===== src/verilog/drac_pkg.sv =====
// DRAC branch execution stage shared definitions
// Widths, instruction type encoding and common vector types

package drac_pkg;

    // ------------------------------------------------------------------
    // Widths
    // ------------------------------------------------------------------

    localparam int unsigned XLEN        = 64;   // Data path width
    localparam int unsigned REG_ADDR_W  = 5;    // Architectural register index width

    // No compressed instructions, so one fetch unit is 4 bytes
    localparam int unsigned INSTR_BYTES = 4;    // Fall-through step and alignment unit

    // Low PC bits that must be zero on a legal target
    localparam int unsigned ALIGN_LSB   = $clog2(INSTR_BYTES);

    // ------------------------------------------------------------------
    // Vector types
    // ------------------------------------------------------------------

    typedef logic [XLEN-1:0]       bus64_t;     // Operands, immediates, links
    typedef logic [XLEN-1:0]       addr_t;      // PCs and targets
    typedef logic [REG_ADDR_W-1:0] reg_addr_t;  // x0..x31

    // ------------------------------------------------------------------
    // Control-transfer instruction type
    // ------------------------------------------------------------------

    // NOP sits at zero so an idle or cleared slot decodes as no branch
    typedef enum logic [3:0] {
        NOP  = 4'd0,    // Not a control transfer
        JAL  = 4'd1,    // Direct jump, resolved at decode
        JALR = 4'd2,    // Indirect jump
        BEQ  = 4'd3,    // Equal
        BNE  = 4'd4,    // Not equal
        BLT  = 4'd5,    // Signed less than
        BGE  = 4'd6,    // Signed greater or equal
        BLTU = 4'd7,    // Unsigned less than
        BGEU = 4'd8     // Unsigned greater or equal
    } instr_type_t;

    // Conditional branches share one target adder and one set of compares;
    // JAL and JALR are handled apart in the unit

endpackage


===== src/verilog/branch_res_if.sv =====
// Evaluated branch passed from the compute block to the resolve register
// One entry per cycle at most, plain valid strobe, no back-pressure

`timescale 1ns/10ps

interface branch_res_if;
    import drac_pkg::*;

    logic        valid;         // One-cycle strobe per instruction
    instr_type_t instr_type;    // Selects link writeback in resolve
    reg_addr_t   rd;            // Link destination
    logic        taken;         // Real outcome, JAL always reads as not taken
    addr_t       next_pc;       // Target if taken, else PC+4
    bus64_t      link;          // PC+4
    logic        misaligned;    // Taken target off a 4-byte boundary
    logic        mispredict;    // next_pc differs from predicted next PC

    // Compute side
    modport unit (
        output valid, instr_type, rd, taken,
        output next_pc, link, misaligned, mispredict
    );

    // Register side
    modport resolve (
        input valid, instr_type, rd, taken,
        input next_pc, link, misaligned, mispredict
    );

endinterface


===== src/verilog/branch_resolve.sv =====
// Branch resolve register
// One register stage after the branch unit; applies output priority
// and drives link writeback, redirect and misaligned exception

`timescale 1ns/10ps

module branch_resolve (
    input  logic                clk_i,
    input  logic                rst_i,          // Synchronous, active high
    branch_res_if.resolve       res_i,          // Evaluated branch
    output logic                wb_valid_o,     // Link writeback strobe
    output drac_pkg::reg_addr_t wb_rd_o,        // Writeback destination
    output drac_pkg::bus64_t    wb_data_o,      // Link value PC+4
    output logic                redirect_o,     // Fetch redirect strobe
    output drac_pkg::addr_t     redirect_pc_o,  // Correct next PC
    output logic                ex_valid_o,     // Misaligned exception strobe
    output drac_pkg::addr_t     ex_origin_o     // Faulting target
);
    import drac_pkg::*;

    logic ex_d;
    logic redirect_d;
    logic wb_d;
    logic is_jump;      // JAL or JALR, the only types with a link

    // ------------------------------------------------------------------
    // Priority, exception first
    // ------------------------------------------------------------------

    assign is_jump = (res_i.instr_type == JAL) || (res_i.instr_type == JALR);

    // Misaligned only ever set on a taken transfer
    assign ex_d = res_i.valid && res_i.misaligned && res_i.taken;

    // Exception wins over redirect
    assign redirect_d = res_i.valid && res_i.mispredict && !ex_d;

    // JALR can write and redirect in the same cycle
    assign wb_d = res_i.valid && is_jump && (res_i.rd != '0) && !ex_d;   // x0 never written

    // ------------------------------------------------------------------
    // Output register
    // ------------------------------------------------------------------

    always_ff @(posedge clk_i) begin
        if (rst_i) begin
            wb_valid_o    <= 1'b0;
            wb_rd_o       <= '0;
            wb_data_o     <= '0;
            redirect_o    <= 1'b0;
            redirect_pc_o <= '0;
            ex_valid_o    <= 1'b0;
            ex_origin_o   <= '0;
        end else begin
            wb_valid_o    <= wb_d;
            redirect_o    <= redirect_d;
            ex_valid_o    <= ex_d;

            // Data zeroed whenever its strobe is low
            wb_rd_o       <= wb_d       ? res_i.rd      : '0;
            wb_data_o     <= wb_d       ? res_i.link    : '0;
            redirect_pc_o <= redirect_d ? res_i.next_pc : '0;
            ex_origin_o   <= ex_d       ? res_i.next_pc : '0;  // Faulting target
        end
    end

endmodule


===== src/verilog/branch_unit.sv =====
// Branch unit, combinational part of the branch execution stage
// Evaluates condition, target, next PC, link, misalignment and mispredict
// against the front end prediction, all in the same cycle

`timescale 1ns/10ps

module branch_unit (
    input  logic                valid_i,        // Issued control transfer
    input  drac_pkg::instr_type_t instr_type_i, // JAL, JALR or conditional
    input  drac_pkg::addr_t     pc_i,           // Instruction PC
    input  drac_pkg::bus64_t    imm_i,          // Sign-extended immediate
    input  drac_pkg::bus64_t    rs1_data_i,     // Operand 1
    input  drac_pkg::bus64_t    rs2_data_i,     // Operand 2
    input  drac_pkg::reg_addr_t rd_i,           // Link destination
    input  logic                pred_taken_i,   // Front end direction
    input  drac_pkg::addr_t     pred_target_i,  // Front end target
    branch_res_if.unit          res_o           // Evaluated branch
);
    import drac_pkg::*;

    logic   equal;
    logic   less;
    logic   less_u;
    logic   is_cond;        // One of the six compare types
    logic   is_jalr;
    logic   taken;
    addr_t  target_sum;     // Raw adder output
    addr_t  target;
    addr_t  pc_plus4;
    addr_t  next_pc;
    addr_t  pred_next_pc;   // What fetch went on with

    // ------------------------------------------------------------------
    // Compares, computed once and shared by all types
    // ------------------------------------------------------------------

    assign equal  = (rs1_data_i == rs2_data_i);
    assign less   = ($signed(rs1_data_i) < $signed(rs2_data_i));
    assign less_u = (rs1_data_i < rs2_data_i);  // Differs from less when sign bits differ

    assign is_cond = (instr_type_i == BEQ)  || (instr_type_i == BNE)  ||
                     (instr_type_i == BLT)  || (instr_type_i == BGE)  ||
                     (instr_type_i == BLTU) || (instr_type_i == BGEU);
    assign is_jalr = (instr_type_i == JALR);

    // Condition select
    always_comb begin
        case (instr_type_i)
            JAL:     taken = 1'b0;      // Already redirected at decode
            JALR:    taken = 1'b1;
            BEQ:     taken = equal;
            BNE:     taken = ~equal;
            BLT:     taken = less;
            BGE:     taken = ~less;
            BLTU:    taken = less_u;
            BGEU:    taken = ~less_u;
            default: taken = 1'b0;      // NOP
        endcase
    end

    // ------------------------------------------------------------------
    // Target and next PC
    // ------------------------------------------------------------------

    // JALR adds to rs1, everything else is PC relative
    assign target_sum = is_jalr ? (rs1_data_i + imm_i) : (pc_i + imm_i);

    always_comb begin
        case (instr_type_i)
            JAL, JALR: target = {target_sum[XLEN-1:1], 1'b0};    // Bit 0 cleared
            default:   target = target_sum;
        endcase
    end

    assign pc_plus4 = pc_i + addr_t'(INSTR_BYTES);      // Fall-through and link value
    assign next_pc  = taken ? target : pc_plus4;

    // Predicted next PC as fetch saw it
    assign pred_next_pc = pred_taken_i ? pred_target_i : pc_plus4;

    // ------------------------------------------------------------------
    // Result towards the resolve register
    // ------------------------------------------------------------------

    assign res_o.valid      = valid_i;
    assign res_o.instr_type = instr_type_i;
    assign res_o.rd         = rd_i;
    assign res_o.taken      = taken;
    assign res_o.next_pc    = next_pc;
    assign res_o.link       = pc_plus4;

    // JAL never mispredicts here, decode handled it
    assign res_o.mispredict = valid_i && (is_cond || is_jalr) &&
                              (next_pc != pred_next_pc);

    // Only a taken transfer can fault, a not-taken branch just falls through
    assign res_o.misaligned = valid_i && (is_jalr || (is_cond && taken)) &&
                              (next_pc[ALIGN_LSB-1:0] != '0);

endmodule


===== src/verilog/exe_branch_top.sv =====
// Branch execution stage top level
// Combinational branch unit followed by the one-cycle resolve register

`timescale 1ns/10ps

module exe_branch_top (
    input  logic                  clk_i,
    input  logic                  rst_i,          // Synchronous, active high

    // Issued instruction
    input  logic                  valid_i,
    input  drac_pkg::instr_type_t instr_type_i,
    input  drac_pkg::addr_t       pc_i,
    input  drac_pkg::bus64_t      imm_i,
    input  drac_pkg::bus64_t      rs1_data_i,
    input  drac_pkg::bus64_t      rs2_data_i,
    input  drac_pkg::reg_addr_t   rd_i,
    input  logic                  pred_taken_i,   // Prediction from fetch
    input  drac_pkg::addr_t       pred_target_i,

    // Resolved outputs, one cycle after valid_i
    output logic                  wb_valid_o,
    output drac_pkg::reg_addr_t   wb_rd_o,
    output drac_pkg::bus64_t      wb_data_o,
    output logic                  redirect_o,
    output drac_pkg::addr_t       redirect_pc_o,
    output logic                  ex_valid_o,
    output drac_pkg::addr_t       ex_origin_o
);

    branch_res_if res_if ();    // Unit to resolve

    // Evaluate in the issue cycle
    branch_unit u_unit (
        .valid_i       (valid_i),
        .instr_type_i  (instr_type_i),
        .pc_i          (pc_i),
        .imm_i         (imm_i),
        .rs1_data_i    (rs1_data_i),
        .rs2_data_i    (rs2_data_i),
        .rd_i          (rd_i),
        .pred_taken_i  (pred_taken_i),
        .pred_target_i (pred_target_i),
        .res_o         (res_if.unit)
    );

    // Register and prioritise
    branch_resolve u_resolve (
        .clk_i         (clk_i),
        .rst_i         (rst_i),
        .res_i         (res_if.resolve),
        .wb_valid_o    (wb_valid_o),
        .wb_rd_o       (wb_rd_o),
        .wb_data_o     (wb_data_o),
        .redirect_o    (redirect_o),
        .redirect_pc_o (redirect_pc_o),
        .ex_valid_o    (ex_valid_o),
        .ex_origin_o   (ex_origin_o)
    );

endmodule

===== config.mk =====
export PLATFORM = sky130hd
export DESIGN_NAME = exe_branch_top
export DESIGN_NICKNAME = d
export VERILOG_FILES = /design/src/verilog/drac_pkg.sv /design/src/verilog/branch_res_if.sv /design/src/verilog/branch_resolve.sv /design/src/verilog/branch_unit.sv /design/src/verilog/exe_branch_top.sv
export SDC_FILE = /design/constraint.sdc
export NUM_CORES = 1
export LEC_CHECK = 0
export BUFFER_PORTS_ARGS = -buffer_cell sky130_fd_sc_hd__buf_4
export CORE_MARGIN = 2
export CORE_UTILIZATION = 40
export DETAILED_ROUTE_END_ITERATION = 8
export PLACE_DENSITY = 0.65
export SLEW_MARGIN = 10
export SYNTH_ARGS = -nofsm -noshare
export SYNTH_HDL_FRONTEND = slang
export SYNTH_SLANG_ARGS = --single-unit

===== constraint.sdc =====
create_clock -name clk_i -period 9.5 [get_ports clk_i]
set_input_delay 1.425 -clock clk_i [delete_from_list [all_inputs] [get_ports clk_i]]
set_output_delay 1.425 -clock clk_i [all_outputs]
set_load 0.01 [all_outputs]

* After elaboration in Yosys (flattened, before gate mapping) *
Index checks and enable logic that the tools add are counted.

word-level totals
  register bits after elaboration = 200
  input bits = 333
  output and inout bits = 200
  logic and storage cells = 60

operators by class
  add/sub/neg operators = 3
  $lt $le $gt $ge = 2
  equal/unequal tests = 10
  muxes and demuxes = 5
  bitwise gates (word level) = 6
  reductions and logical operators = 27

operator list
  operator                                              number
  2-to-1 mux 64 bit                                     3
  adder 64 bit                                          2
  < comparator 64 bit                                   2
  adder 64 x 3 -> 64 bit (second input constant)        1
  equality test 64 bit                                  1
  inequality test 64 bit                                1
  equality test 4 x 3 -> 1 bit (second input constant)  4
  logical AND 1 bit                                     12
  equality test 4 x 2 -> 1 bit (second input constant)  2
  logical OR 1 bit                                      8
  OR reduction 2 bit                                    4
  one-hot mux 1 bit (7 select lines)                    1
  inverter 1 bit                                        6
  nonzero test 5 bit                                    1
  equality test 4 x 1 -> 1 bit (second input constant)  1
  equality test 4 bit (second input constant)           1
  nonzero test 2 bit                                    1
  zero test 1 bit                                       1
  2-to-1 mux 1 bit                                      1

* Logic depth before layout (Yosys ltp) *
  depth in word-level cells = 16
  mapped depth = 23

* Hierarchy *
Synthesis repeated with hierarchy kept, for this count alone.

unflattened totals
  cell total of the unflattened synthesis = 2016
  area total of the unflattened synthesis = 16179.3 µm²

by module, submodules not included
  module          instances  cells each  area an instance (µm²)  sequential area each (µm²)
  branch_unit     1          1579        10685.2                 0.0
  branch_resolve  1          437         5494.0                  4003.8

* Worst setup path after synthesis *
Ideal clock, no wire load.

  path kind = in2reg
  start = in instr_type_i[1]
  end = reg u_resolve.redirect_pc_o[27]
  data arrival time = 6788 ps
  data required time = 9347 ps
  slack = 2558 ps
  cell stages on the path = 23
  path through = clkbuf_1 nand2b_1 nor3_1 clkbuf_1 mux2_2 ha_1 inv_1 fa_1 nand2b_1 a21o_1 a2111o_1 a311oi_2 o21ai_1 and4_1 or4_1 xnor2_1 o221ai_1 a2111oi_0 and4_1 and4_4 buf_6 buf_6 a2111oi_2

on the way
  cells in the longest elaborated chain, start to end = 16
  elaborated cells on any way between the ends = 34
  those cells by class = eq/ne (9); mux (4); bitwise (1); reduce/logical (20)

RTL lines
  element                                                     RTL line              source
  start, declared                                             exe_branch_top.sv:12  input drac_pkg::instr_type_t instr_type_i,
  branches (longest 16 deep; another with 2-to-1 mux 64 bit)  --
  end signal, assigned                                        branch_resolve.sv:62  redirect_pc_o <= redirect_d ? res_i.next_pc : '0;
  end, declared                                               branch_resolve.sv:15  output drac_pkg::addr_t redirect_pc_o,

Parallel ways; which one is timed is not known.
A chain may end at the register's enable or synchronous reset.

* Final worst setup path *
  start = in instr_type_i[2]
  end = reg u_resolve.redirect_pc_o[7]

The elaborated chain is that of the path after synthesis.

==> summary.txt <==
Floorplanning
  – DIE WIDTH: 210 um
  – Core ar.: 42,000 um2
  – Die Y-Extent: 210 um
  – Starting Density: 40.5%
  – Rows: 75
  – Die Area: 44,300 um2
  – I/O Pins: 533

Pwr
  – Leak: 9.78 nW
  – Total power draw: 2.82 mW
  – Pwr dens: 128 nW/um2
  – Worst VDD drop: 130 uV

Timing
  – Crit share post-route: 86.2%
  – RSZ-0062 raised after global routing: false
  – Hold Vio Cnt, Final: 0
  – Max-slew headroom: 6.59%
  – Final Max Tran Viols: 0
  – Tmin final: 8.19 ns
  – Slew @ Worst Pin: 1.39 ns
  – Maximum clock rate: 0.122 GHz
  – Final setup fails: 0
  – Setup_tns: 0 ns

Status
  – Status: complete, no violations

Placement
  – DP Area: 21,300 um2
  – Routability cong.: 1.02
  – Detailed Place HPWL: 71.4 mm
  – Port buffer count: 532
  – Inst Count DP: 3,138

Logic synthesis
  – Syn nets: 2,628
  – Cell Area, Synth: 17,000 um2
  – Seq/Total Area, Yosys: 23.5%
  – Flops & latches, synth: 200
  – Unique masters post-synth: 92
  – Cell count after synthesis: 2,166
  – Most used DFF post-synth: dfxtp_1
  – EDFF count, synth: 0
  – Synth async-reset ratio: 0%
  – Synth area leader: dfxtp_1
  – Yosys top cell area share: 23.5%
  – Average cell area after synthesis: 7.87 um2
  – Area contributors post-synth: dfxtp_1 (23%), ha_1 (9.4%), xnor2_1 (6.7%), nor2_1 (5.2%), xor2_1 (4.6%)
  – Synth warn: 0

Min path
  – Hold Crit Class: in -> reg
  – Hold_sp: rd_i[1]

Detailed routing
  – DRT iter0 DRCs: 2,159
  – Routed vias: 19.2k
  – First-pass detailed-route iteration total: 6
  – Average wire per standard cell: 26.4 um
  – DR DRC count: 0
  – Remaining antenna violation count: 0
  – Total Wirelength: 83.9 mm
  – Routed vias/inst: 6.05

Clocking
  – Clk root buf: clkbuf_16
  – Setup Fix Bufs, Post-CTS: 0
  – Post_cts resized: 0
  – CTS tree: built
  – Sink Count: 200
  – CTS clock-pin slew for the worst setup and hold paths: 0.07 ns
  – CTS Buffer Depth: 2
  – Hold buffers post-CTS: 0
  – Cts bufs inserted: 17
  – CTS HTree Levels: 4

Worst setup path
  – CP dominant cell by count: buf_4
  – Setup crit end kind: flip-flop
  – Worst-path cell chain: buf_4 > nand2b_1 > nor3_2 > buf_4 > buf_4 > mux2_2 > ha_1 > nand4_1 > or3_1 > nor3_1 > nand3_1 > a21oi_1 > nor2b_1 > xnor2_1 > xnor2_1 > a2111oi_0 > and4_1 > and4_4 > a2111oi_0
  – Worst path slowest cell: a2111oi_0
  – Crit path from: instr_type_i[2]
  – Worst endpoint required time: 9.75 ns
  – CP arrival: 8.44 ns
  – CP Class: in -> reg
  – Worst path max stage delay: 0.89 ns
  – Crit path max fanout: 65
  – Setup crit start kind: input port

Cells and area
  – Final nets: 3,080
  – Final Non-Filler Cells: 3,178
  – Layout Utilization: 52.2%
  – Most common cell after layout, fill and taps aside: buf_4
  – Filler cells: 4,096
  – Layout cells sized above 1: 26.3%
  – Finished Cell Area: 21,900 um2
  – Area Growth Syn to Fin: 28.8%
  – Most frequent cells in the layout: buf_4 (548), nor2_1 (236), dfxtp_1 (200), nand2_1 (189), a21oi_1 (152)

GRT
  – Vias in the first global route: 17.9k
  – Tot GR Track Use: 36.3%
  – Gr ovfl total: 0
  – Initial antenna violation count: 12
  – Largest net degree at the start of global routing: 66
  – First-pass GRT wire length: 119 mm

Job
  – Max cap viols: 0
report_power, final:
part / switching (mW) / internal [mW]
registers: 0.0102 / 0.861
clock network: 0.326 / 0.386
logic: 0.778 / 0.458
total: 1.11 / 1.71
Yosys cell counts (all sizes together) (45+ instances only):
library cell,number
a2111oi,45
nand4,53
inv,99
nor2,237
nand3,61
clkbuf,88
xor2,90
and2,51
xnor2,131
nand2,189
ha,128
o21ai,87
nor3,72
a21oi,152
mux2,66
dfxtp,200
kinds of logic (layout without fill, tap and decap cells):
family / count (synthesis) / in the layout / synth area share, %
compound gates: 477 / 477 / 19.2
other cells: 0 / 8 / 0
fa+ha+maj: 129 / 129 / 9.52
mux: 89 / 89 / 5.71
flops: 200 / 200 / 23.5
buf+inv: 215 / 680 / 5.18
xor+xnor: 231 / 231 / 12.7
simple gates: 825 / 825 / 24.2
sequential cells by signal, indices dropped and copies added (netlist names):
register and count:
u_resolve.ex_origin_o 64, u_resolve.redirect_pc_o 64, u_resolve.wb_data_o 64, u_resolve.wb_rd_o 5
u_resolve.ex_valid_o 1, u_resolve.redirect_o 1, u_resolve.wb_valid_o 1
stage by stage:
stage	setup WS [ns]	hold slack, ns
6_report	1.31	1.19
5_1_grt	1.24	1.20
4_1_cts	1.61	1.19
3_5_place_dp	1.14	1.64
3_3_place_gp	1.22	1.64
2_1_floorplan	2.56	1.55
worst max-delay path: cells and delay by family:
family                     cells  cell delay, ns
muxes                          1            0.40
buffers and inverters          3            1.04
AOI/OAI and AO/OA              3            1.39
adders and majority gates      1            0.40
xor gates and xnor gates       2            0.97
and+or+nand+nor                9            2.71
layout make-up:
class	instances	area [um2]	area share [%]
multi-input cells	1751	12200	55.5
clock inverters	12	115	0.525
diodes	8	20.0	0.0912
flip-flops and latches	200	4000	18.2
clock buffers	20	467	2.13
inverters	100	375	1.71
repair buffers	548	4110	18.7
well taps	539	674	3.07
worst paths after layout:
kind,depth (start not counted),to
worst min-delay path,2,u_resolve.wb_rd_o[1]$_SDFF_PP0_
worst max-delay path,19,u_resolve.redirect_pc_o[7]$_SDFF_PP0_
per-layer routing:
| metal | wire, um | GRT usage, % | up-vias | share of wire, % |
|---|---|---|---|---|
| met5 | 23 | 0 | - | 0.027 |
| met4 | 2720 | 12.0 | 4 | 3.2 |
| met3 | 7860 | 5.24 | 145 | 9.4 |
| met2 | 36800 | 56.8 | 1124 | 44 |
| met1 | 36400 | 51.3 | 9231 | 43 |
| li1 | - | - | 8715 | - |
Power figures use the tool's default switching activity.
